[config.mk]
export PLATFORM = sky130hd
export DESIGN_NAME = controlUnit
export DESIGN_NICKNAME = d
export VERILOG_FILES = /design/src/logic/controlPkg.sv /design/src/logic/controlUnit.sv /design/src/logic/controlWordEncoder.sv /design/src/logic/instructionDecoder.sv /design/src/logic/phaseSequencer.sv
export SDC_FILE = /design/constraint.sdc
export NUM_CORES = 1
export LEC_CHECK = 0
export BUFFER_PORTS_ARGS = -buffer_cell sky130_fd_sc_hd__buf_4
export CAP_MARGIN = 20
export CORE_UTILIZATION = 40
export DETAILED_ROUTE_END_ITERATION = 16
export GPL_TIMING_DRIVEN = 0
export PLACE_DENSITY = 0.74
export RECOVER_POWER = 50
export SLEW_MARGIN = 25
export SYNTH_ARGS = -nofsm -noshare
export SYNTH_HDL_FRONTEND = slang
export SYNTH_SLANG_ARGS = --single-unit
[constraint.sdc]
create_clock -name clock -period 1.8 [get_ports clock]
set_clock_uncertainty 0.1 [all_clocks]
set_input_delay 0.09 -clock clock [delete_from_list [all_inputs] [get_ports clock]]
set_output_delay 0.09 -clock clock [all_outputs]
set_load 0.01 [all_outputs]
[src/logic/controlPkg.sv]
`default_nettype none

package controlPkg;

    // Field and select widths
    localparam int opcodeWidth = 6;
    localparam int functWidth = 6;
    localparam int aluOpWidth = 3;
    localparam int stepWidth = 3;
    localparam int causeWidth = 2;
    localparam int pcSourceWidth = 2;
    localparam int addressSourceWidth = 3;
    localparam int dataSourceWidth = 3;
    localparam int regDestWidth = 2;
    localparam int aluSourceWidth = 2;

    typedef logic [opcodeWidth-1:0] opcodeT;
    typedef logic [functWidth-1:0] functT;
    typedef logic [aluOpWidth-1:0] aluOpT;
    typedef logic [stepWidth-1:0] stepT;
    typedef logic [causeWidth-1:0] causeT;
    typedef logic [pcSourceWidth-1:0] pcSourceT;
    typedef logic [addressSourceWidth-1:0] addressSourceT;
    typedef logic [dataSourceWidth-1:0] dataSourceT;
    typedef logic [regDestWidth-1:0] regDestT;
    typedef logic [aluSourceWidth-1:0] aluSourceT;

    // One phase per instruction class, plus the shared fetch and exception phases
    typedef enum logic [2:0] {
        phaseFetch,
        phaseAdd,
        phaseSub,
        phaseAddm,
        phaseBreak,
        phaseRte,
        phaseException
    } phaseT;

    // Instruction encodings
    localparam opcodeT opcodeRType = 6'd0;
    localparam opcodeT opcodeAddm = 6'd1;

    localparam functT functAdd = 6'd32;
    localparam functT functSub = 6'd34;
    localparam functT functBreak = 6'd13;
    localparam functT functRte = 6'd19;

    // ALU operations
    localparam aluOpT aluOpAdd = 3'd1;
    localparam aluOpT aluOpSub = 3'd2;

    // Exception causes as seen by the datapath
    localparam causeT causeUnknown = 2'd0;
    localparam causeT causeOverflow = 2'd1;

    // PC source mux
    localparam pcSourceT pcSourceAlu = 2'd1;
    localparam pcSourceT pcSourceVector = 2'd2;
    localparam pcSourceT pcSourceEpc = 2'd3;

    // Memory address mux where zero selects the PC
    localparam addressSourceT addressSourceAluOut = 3'd4;

    // Register file write data mux
    localparam dataSourceT dataSourceAluOut = 3'd4;
    localparam dataSourceT dataSourceAddm = 3'd6;

    // Destination register mux
    localparam regDestT regDestRd = 2'd3;
    localparam regDestT regDestRt = 2'd1;

    // ALU operand A mux
    localparam aluSourceT aluSourcePc = 2'd1;
    localparam aluSourceT aluSourceRegA = 2'd2;
    localparam aluSourceT aluSourceMdr = 2'd3;

    // ALU operand B mux
    localparam aluSourceT aluSourceFour = 2'd1;
    localparam aluSourceT aluSourceRegB = 2'd2;
    localparam aluSourceT aluSourceZero = 2'd0;

    // Fetch timing
    localparam stepT fetchIrStep = 3'd3;
    localparam stepT fetchOperandStep = 3'd4;
    localparam stepT fetchDecodeStep = 3'd6;

    // Last step of each execute phase
    localparam stepT aluLastStep = 3'd2;
    localparam stepT addmLastStep = 3'd6;
    localparam stepT shortLastStep = 3'd1;

endpackage

`default_nettype wire

[src/logic/controlUnit.sv]
`timescale 1ns/1ns
`default_nettype none

module controlUnit import controlPkg::*; (
    input wire clock,
    input wire reset,
    input wire opcodeT opcode,
    input wire functT funct,
    input wire overflow,
    output logic writeMem,
    output logic irWrite,
    output logic regWrite,
    output logic pcWrite,
    output logic regAWrite,
    output logic regBWrite,
    output logic aluOutWrite,
    output logic mdrWrite,
    output logic epcWrite,
    output aluOpT aluOp,
    output causeT exceptionCause,
    output pcSourceT pcSource,
    output addressSourceT addressSource,
    output regDestT regDest,
    output dataSourceT dataSource,
    output aluSourceT aluSourceA,
    output aluSourceT aluSourceB
);

    phaseT decodedPhase;
    causeT decodedCause;
    phaseT phase;
    stepT step;
    causeT cause;

    instructionDecoder decoder (
        .opcode(opcode),
        .funct(funct),
        .decodedPhase(decodedPhase),
        .decodedCause(decodedCause)
    );

    phaseSequencer sequencer (
        .clock(clock),
        .reset(reset),
        .decodedPhase(decodedPhase),
        .decodedCause(decodedCause),
        .overflow(overflow),
        .phase(phase),
        .step(step),
        .cause(cause)
    );

    // Outputs follow the registered phase and step
    controlWordEncoder encoder (
        .phase(phase),
        .step(step),
        .cause(cause),
        .reset(reset),
        .writeMem(writeMem),
        .irWrite(irWrite),
        .regWrite(regWrite),
        .pcWrite(pcWrite),
        .regAWrite(regAWrite),
        .regBWrite(regBWrite),
        .aluOutWrite(aluOutWrite),
        .mdrWrite(mdrWrite),
        .epcWrite(epcWrite),
        .aluOp(aluOp),
        .exceptionCause(exceptionCause),
        .pcSource(pcSource),
        .addressSource(addressSource),
        .regDest(regDest),
        .dataSource(dataSource),
        .aluSourceA(aluSourceA),
        .aluSourceB(aluSourceB)
    );

endmodule

`default_nettype wire

[src/logic/controlWordEncoder.sv]
`timescale 1ns/1ns
`default_nettype none

module controlWordEncoder import controlPkg::*; (
    input wire phaseT phase,
    input wire stepT step,
    input wire causeT cause,
    input wire reset,
    output logic writeMem,
    output logic irWrite,
    output logic regWrite,
    output logic pcWrite,
    output logic regAWrite,
    output logic regBWrite,
    output logic aluOutWrite,
    output logic mdrWrite,
    output logic epcWrite,
    output aluOpT aluOp,
    output causeT exceptionCause,
    output pcSourceT pcSource,
    output addressSourceT addressSource,
    output regDestT regDest,
    output dataSourceT dataSource,
    output aluSourceT aluSourceA,
    output aluSourceT aluSourceB
);

    always_comb begin
        // Everything inactive unless the current step asks for it
        writeMem = 1'b0;
        irWrite = 1'b0;
        regWrite = 1'b0;
        pcWrite = 1'b0;
        regAWrite = 1'b0;
        regBWrite = 1'b0;
        aluOutWrite = 1'b0;
        mdrWrite = 1'b0;
        epcWrite = 1'b0;
        aluOp = '0;
        exceptionCause = '0;
        pcSource = '0;
        addressSource = '0;
        regDest = '0;
        dataSource = '0;
        aluSourceA = '0;
        aluSourceB = '0;

        if (!reset) begin
            case (phase)
                phaseFetch: begin
                    if (step <= fetchIrStep) begin
                        // Memory read at PC while the ALU computes PC + 4
                        aluOp = aluOpAdd;
                        aluSourceA = aluSourcePc;
                        aluSourceB = aluSourceFour;
                        pcSource = pcSourceAlu;
                        irWrite = (step == fetchIrStep);
                        pcWrite = (step == fetchIrStep);
                    end else if (step == fetchOperandStep) begin
                        aluOp = aluOpAdd;
                        regAWrite = 1'b1;
                        regBWrite = 1'b1;
                        aluOutWrite = 1'b1;
                    end
                end

                phaseAdd, phaseSub: begin
                    if (step == 3'd0) begin
                        aluOp = (phase == phaseSub) ? aluOpSub : aluOpAdd;
                        aluSourceA = aluSourceRegA;
                        aluSourceB = aluSourceRegB;
                        aluOutWrite = 1'b1;
                    end else if (step == 3'd1) begin
                        regWrite = 1'b1;
                        regDest = regDestRd;
                        dataSource = dataSourceAluOut;
                    end
                end

                phaseBreak: begin
                    // Rewind the PC to the break instruction itself
                    if (step == 3'd0) begin
                        pcWrite = 1'b1;
                        pcSource = pcSourceAlu;
                        aluOp = aluOpSub;
                        aluSourceA = aluSourcePc;
                        aluSourceB = aluSourceFour;
                    end
                end

                phaseRte: begin
                    if (step == 3'd0) begin
                        pcWrite = 1'b1;
                        pcSource = pcSourceEpc;
                    end
                end

                phaseAddm: begin
                    case (step)
                        3'd0: begin
                            // Address is register A plus zero
                            aluOp = aluOpAdd;
                            aluSourceA = aluSourceRegA;
                            aluSourceB = aluSourceZero;
                            aluOutWrite = 1'b1;
                        end

                        3'd1, 3'd2: begin
                            addressSource = addressSourceAluOut;
                        end

                        3'd3: begin
                            mdrWrite = 1'b1;
                        end

                        3'd4: begin
                            aluOp = aluOpAdd;
                            aluSourceA = aluSourceMdr;
                            aluSourceB = aluSourceRegB;
                            aluOutWrite = 1'b1;
                        end

                        3'd5: begin
                            regWrite = 1'b1;
                            regDest = regDestRt;
                            dataSource = dataSourceAddm;
                        end

                        default: begin
                        end
                    endcase
                end

                phaseException: begin
                    if (step == 3'd0) begin
                        epcWrite = 1'b1;
                        pcWrite = 1'b1;
                        pcSource = pcSourceVector;
                        exceptionCause = cause;
                    end
                end

                default: begin
                end
            endcase
        end
    end

endmodule

`default_nettype wire

[src/logic/instructionDecoder.sv]
`timescale 1ns/1ns
`default_nettype none

module instructionDecoder import controlPkg::*; (
    input wire opcodeT opcode,
    input wire functT funct,
    output phaseT decodedPhase,
    output causeT decodedCause
);

    // Anything not listed below traps as an unknown instruction
    always_comb begin
        decodedPhase = phaseException;
        decodedCause = causeUnknown;

        case (opcode)
            opcodeRType: begin
                // For R-type the funct field picks the operation
                case (funct)
                    functAdd: begin
                        decodedPhase = phaseAdd;
                    end

                    functSub: begin
                        decodedPhase = phaseSub;
                    end

                    functBreak: begin
                        decodedPhase = phaseBreak;
                    end

                    functRte: begin
                        decodedPhase = phaseRte;
                    end

                    default: begin
                        decodedPhase = phaseException;
                    end
                endcase
            end

            opcodeAddm: begin
                decodedPhase = phaseAddm;
            end

            default: begin
                decodedPhase = phaseException;
            end
        endcase
    end

    // The cause only matters when the decoded phase is the exception phase
    //   so the default value is left on every legal instruction

endmodule

`default_nettype wire

[src/logic/phaseSequencer.sv]
`timescale 1ns/1ns
`default_nettype none

module phaseSequencer import controlPkg::*; (
    input wire clock,
    input wire reset,
    input wire phaseT decodedPhase,
    input wire causeT decodedCause,
    input wire overflow,
    output phaseT phase,
    output stepT step,
    output causeT cause
);

    logic aluPhase;
    logic atLastStep;
    logic decodeNow;
    logic overflowTrap;

    // Final step index of each phase
    function automatic stepT lastStep(input phaseT p);
        case (p)
            phaseFetch: begin
                return fetchDecodeStep;
            end

            phaseAdd, phaseSub: begin
                return aluLastStep;
            end

            phaseAddm: begin
                return addmLastStep;
            end

            default: begin
                return shortLastStep;
            end
        endcase
    endfunction

    assign aluPhase = (phase == phaseAdd) || (phase == phaseSub);
    assign atLastStep = (step == lastStep(phase));
    assign decodeNow = (phase == phaseFetch) && (step == fetchDecodeStep);

    // Overflow is sampled in the cycle the ALU result is latched
    assign overflowTrap = aluPhase && (step == '0) && overflow;

    always_ff @(posedge clock) begin
        if (reset) begin
            phase <= phaseFetch;
            step <= '0;
            cause <= causeUnknown;
        end else if (decodeNow) begin
            phase <= decodedPhase;
            step <= '0;
            cause <= decodedCause;
        end else if (overflowTrap) begin
            // Abort before the register write in step 1
            phase <= phaseException;
            step <= '0;
            cause <= causeOverflow;
        end else if (atLastStep) begin
            phase <= phaseFetch;
            step <= '0;
        end else begin
            step <= step + 1'b1;
        end
    end

    // Step counter stays inside the current phase
    stepInRange: assert property (
        @(posedge clock) disable iff (reset)
        step <= lastStep(phase)
    ) else $error("step %0d beyond last step of phase %s", step, phase.name());

    // Fetch can only be left through the decode step
    fetchExitAtDecode: assert property (
        @(posedge clock) disable iff (reset)
        (phase == phaseFetch && step != fetchDecodeStep) |=> (phase == phaseFetch)
    ) else $error("fetch left before the decode step");

endmodule

`default_nettype wire

==> impl_metrics.tcl, run 1 <==
set metrics [dict create \
    row_count 16 \
    slowest_delay_ps 360 \
    start_util 0.429 \
    crit_slowest_cell "o21ai_0" \
    irDropWorstVdd_v 0.000362 \
    dp.cells 182 \
    rrSetupSlack_ps -30 \
    cts_buffer_depth 2 \
    rsz0062_at_grt "yes" \
    syn_area_um2 851 \
    outcome "finished, violations left" \
    grt_use_total 0.232 \
    drive_above_1_share 0.623 \
    viasPerCell 5.20 \
    grtUsageMet3 0.0222 \
    place_hpwl_um 1650 \
    gr-usage-met2 0.419 \
    grt_pass1_vias 909 \
    hold_viol_final 0 \
    drc 0 \
    num_antenna_cells 0 \
    r2r_cells 4 \
    hold_start "opcode[0]" \
    grt_pass1_wl_um 3670 \
    gp_congestion 0.858 \
    post-route-period-util 1.02 \
    finalSetupViolCount 3 \
    io_pins 43 \
    end_kind "output pin" \
    cts_sinks 7 \
    required_ps 1610 \
    stdcell_count 202 \
    dp_slack_ps -114 \
    fmax_mhz 543 \
    grt_antenna_before_repair 0 \
    postRouteAntennaNets 0 \
    powerDensity_nw_per_um2 431 \
    violations "negative setup slack" \
    cpMostUsedCell "buf_6" \
    crit_buf_inv 4 \
    setup_tns_ps -74.5 \
    hold_ws_ps 62.8 \
    drt-pass1-iter-count 4 \
    die-area_um2 2320 \
    cts_buffers 3 \
    clk_latency_ps 260 \
    root_buffer "clkbuf_4" \
    grt_max_degree 11 \
    clkTransAtPathRegs_ps 50 \
    grt-ovfl-total 0 \
    wirelength_um 2750 \
    ys_warn_count 0 \
    die_x_um 48.1 \
    cts_max_level 1 \
    die_h_um 48.1 \
    whs_path_depth 3 \
    r2r_start "sequencer.phase[0]" \
    hold_end "sequencer.phase[1]" \
    synthFlopType "dfxtp_1" \
    worstHoldPathType "in2reg" \
    core-area_um2 1980 \
    cp_top_family "compound AO/OA/AOI/OAI gates" \
    slew_viol_final 0 \
    io_buffers 36 \
    syn_avg_cell_area_um2 7.46 \
    yosysSeqAreaShare 0.165 \
    crit_type "reg2out" \
    wire_per_inst_um 13.6 \
    crit_fanout 7 \
    async_flop_share 0 \
    vias 1050 \
    finish.net_count 196 \
    final_common_cell "buf_4" \
    drv_cap 0 \
    drt-initial-drc-count 23 \
    use_met1 0.261 \
    synth_edf_count 0 \
    area_delta_synth_final_pct 80.4 \
    synth_cell_types 44 \
    finalCriticalPeriod_ps 1840 \
    synth_seq_cells 7 \
    holdBufCountCts 0 \
    cts_tree "done" \
    layout_common_cells "buf_4 (56), nor2_1 (12), buf_6 (9)" \
    grt-busiest-layer "met2" \
    power_leakage_nw 0.723 \
    arrival_ps 1650 \
    start_kind "register" \
    r2r_end "sequencer.phase[1]" \
    cp_cell_sequence "buf_6 > inv_6 > buf_6 > o21ai_0 > a21o_1 > a21oi_2 > buf_4" \
    synth_cells 114 \
    final_core_util 0.775 \
    fin_ws_ps -42.9 \
]
-- worst min-delay path: stages --
cell     delay [ps]
buf_4            80
a211o_2          90
a22o_1          120
-- Yosys cell counts, types with 2 or more instances --
cell type	n	area, um^2
a21o_1	2	15.0
xnor2_1	2	17.5
o21ai_1	2	10.0
and2_1	2	12.5
a21oi_1	6	30.0
a22o_1	2	17.5
nand2_1	4	15.0
buf_4	13	97.6
inv_1	8	30.0
ha_1	5	62.6
nor3b_1	2	15.0
o21ai_0	3	15.0
a31oi_1	2	12.5
nand3_1	6	30.0
nand4_1	2	12.5
nor4b_1	2	17.5
nor2_1	15	56.3
dfxtp_1	7	140
nor3_1	4	20.0
-- kinds of logic (layout without fill, tap and decap cells) --
family,after synthesis,after routing,synth area share
simple gates,52,52,0.356
other cells,1,6,0.00441
flops,7,7,0.165
fa+ha+maj,5,5,0.0735
compound gates,23,23,0.181
xor+xnor,4,4,0.0574
buf+inv,22,78,0.163
-- how the worst max path moves through the flow --
stage                             startpoint            endpoint  slack (ps)  cells after the start
final                      sequencer.step[2]            aluOp[0]         -40                      7
after global routing      sequencer.phase[1]  sequencer.phase[1]         -80                      5
after global placement     sequencer.step[0]  sequencer.phase[1]         -80                      6
after CTS                  sequencer.step[2]             pcWrite         -10                      8
after floorplan            sequencer.step[0]  sequencer.phase[1]          30                      6
after detailed placement   sequencer.step[0]  sequencer.phase[1]        -110                      6
-- state kept, by name (all words and copies together) (netlist names) --
name,cells
sequencer.cause,1
sequencer.phase,3
sequencer.step,3
-- timing repair --
action                     CTS  global route
setup endpoints to repair   20            16
buffers inserted            11             5
pin swaps                   11             8
gates cloned                 0             0
resized for setup           33            24
-- cell type report --
type	count	area (um^2)
flip-flops and latches	7	154
fillers	143	447
inverters	8	40.0
plain buffers	14	131
clock buffers	4	26.3
well taps	27	33.8
multi-input cells	90	744
repair buffers	52	405
-- through the flow --
step / power [mW] / cell area [um^2]
floorplan: 0.320 / 882
global placement: 0.397 / 1190
detailed placement: 0.400 / 1190
CTS: 0.620 / 1400
global route: 0.705 / 1540
finish: 0.661 / 1540
-- per-layer routing --
metal	share of wire	vias up
met1	0.42	496
met4	0.020	0
met5	0	-
met3	0.029	6
li1	-	513
met2	0.53	35
-- power by group --
part | leakage (nW) | total (mW) | internal, mW | switching [mW]
clock | 0.0150 | 0.146 | 0.0848 | 0.0608
sequential | 0.0599 | 0.181 | 0.166 | 0.0150
combinational | 0.648 | 0.335 | 0.179 | 0.156
total | 0.723 | 0.661 | 0.429 | 0.232
No activity file was read; power rests on OpenSTA's default activity.
==> run 2: changes to the inputs <==
--- a/config.mk
+++ b/config.mk
@@ -12,6 +12,7 @@
 export GPL_TIMING_DRIVEN = 0
 export PLACE_DENSITY = 0.74
 export RECOVER_POWER = 50
+export REMOVE_ABC_BUFFERS = 1
 export SLEW_MARGIN = 25
 export SYNTH_ARGS = -nofsm -noshare
 export SYNTH_HDL_FRONTEND = slang
==> impl_metrics.tcl, run 2 (synthesized netlist as in run 1, its figures left out) <==
set metrics [dict create \
    drt-pass1-iter-count 4 \
    grt_pass1_wl_um 3310 \
    layout_common_cells "buf_4 (41), nor2_1 (11), nand3_1 (6), conb_1 (6), buf_6 (6)" \
    slew_viol_final 0 \
    outcome "finished, violations left" \
    violations "negative setup slack" \
    wirelength_um 2700 \
    grt-ovfl-total 0 \
    power.switching_uw 214 \
    worstHoldPathType "in2reg" \
    drt-initial-drc-count 13 \
    grt_antenna_before_repair 0 \
    clkTransAtPathRegs_ps 50 \
    finalSetupViolCount 6 \
    viasPerCell 5.54 \
    io_buffers 36 \
    powerDensity_nw_per_um2 444 \
    die_h_um 48.1 \
    num_antenna_cells 0 \
    hold_viol_final 0 \
    fin_ws_ps -61.5 \
    start_kind "register" \
    required_ps 1830 \
    drc 0 \
    rsz0062_at_grt "yes" \
    arrival_ps 1890 \
    irDropWorstVdd_v 0.000433 \
    p_comb_frac 0.473 \
    area_delta_synth_final_pct 63.1 \
    drv_cap 0 \
    core-area_um2 1980 \
    stdcell_count 185 \
    finalCriticalPeriod_ps 1860 \
    row_count 16 \
    holdBufCountCts 0 \
    place_hpwl_um 1500 \
    p_int_uw 403 \
    start_util 0.429 \
    final_common_cell "buf_4" \
    grt_pass1_vias 791 \
    cts_sinks 7 \
    grt_use_total 0.206 \
    n_fill_cell 138 \
    p_seq_frac 0.309 \
    dp_slack_ps -295 \
    sw_frac_of_total 0.347 \
    post-route-period-util 1.03 \
    cts_tree "done" \
    vias 1025 \
    gp_congestion 0.832 \
    crit_fanout 3 \
    drive_above_1_share 0.557 \
    top_regs "sequencer.phase (3), sequencer.step (3), sequencer.cause (1)" \
    cts_max_level 1 \
    io_pins 43 \
    end_kind "register" \
    die_x_um 48.1 \
    dp.cells 168 \
    root_buffer "clkbuf_4" \
    clk_latency_ps 240 \
    cts_buffers 3 \
    wire_per_inst_um 14.6 \
    cts_buffer_depth 2 \
    postRouteAntennaNets 0 \
    finish.net_count 179 \
    crit_type "reg2reg" \
    p_clk_frac 0.217 \
    die-area_um2 2320 \
    power_leakage_nw 0.612 \
    grt_max_degree 16 \
    fmax_mhz 537 \
]
[run 2: cell count changes in the layout (fill, tap and decap cells not counted), sizes merged]
cell    before  now
buf         66   48
clkbuf       4    5
[run 2: layer usage]
| metal | wire, um | GRT usage |
|---|---|---|
| met5 | 0 | 0 |
| met4 | 70 | 0.139 |
| met3 | 174 | 0.0148 |
| met2 | 1370 | 0.338 |
| met1 | 1090 | 0.257 |
[run 2: cell type report]
class	instances	area, um^2	share of cell area
multi-input cells	90	728	0.525
repair buffers	49	399	0.288
flip-flops and latches	7	160	0.115
inverters	8	40.0	0.0289
well taps	27	33.8	0.0243
clock buffers	4	26.3	0.0189
[run 2: repair_timing]
action | 4_1_cts | 5_1_grt
resized for setup | 32 | 21
pin swaps | 7 | 14
buffers inserted | 10 | 3
endpoints found under the setup margin | 23 | 16
[run 2: per-stage QoR]
step	cell area (um^2)	hold slack [ps]	setup TNS (ps)	utilization	power, mW
after floorplan	761	124	-297	-	0.293
after global placement	1060	305	-936	0.537	0.370
after detailed placement	1060	307	-975	0.537	0.371
after CTS	1280	52.5	-21.5	0.645	0.568
after global routing	1390	64.1	-631	0.700	0.658
final	1390	63.3	-144	0.700	0.617
[run 2: final timing paths]
kind / slack (ps) / start / cells after the start / end
worst max-delay path: -60 / sequencer.phase[0] / 4 / sequencer.phase[1]
worst min-delay path: 60 / opcode[0] / 3 / sequencer.phase[1]
worst max register to register: -60 / sequencer.phase[0] / 4 / sequencer.phase[1]
worst min register to register: 340 / sequencer.cause[0] / 2 / sequencer.cause[0]
[run 2: critical path, cell delays in order, from the launching register on]
cell and delay [ps]:
dfxtp_4 360, xnor3_1 370, or4_1 470, and4_4 240, a22o_1 200
[run 2: power groups by stage]
stage	combinational [mW]	sequential (mW)	clock, mW
2_1_floorplan	0.112	0.181	0
3_3_place_gp	0.184	0.186	0
3_5_place_dp	0.185	0.186	0
4_1_cts	0.241	0.185	0.142
5_1_grt	0.314	0.193	0.151
6_report	0.292	0.191	0.134
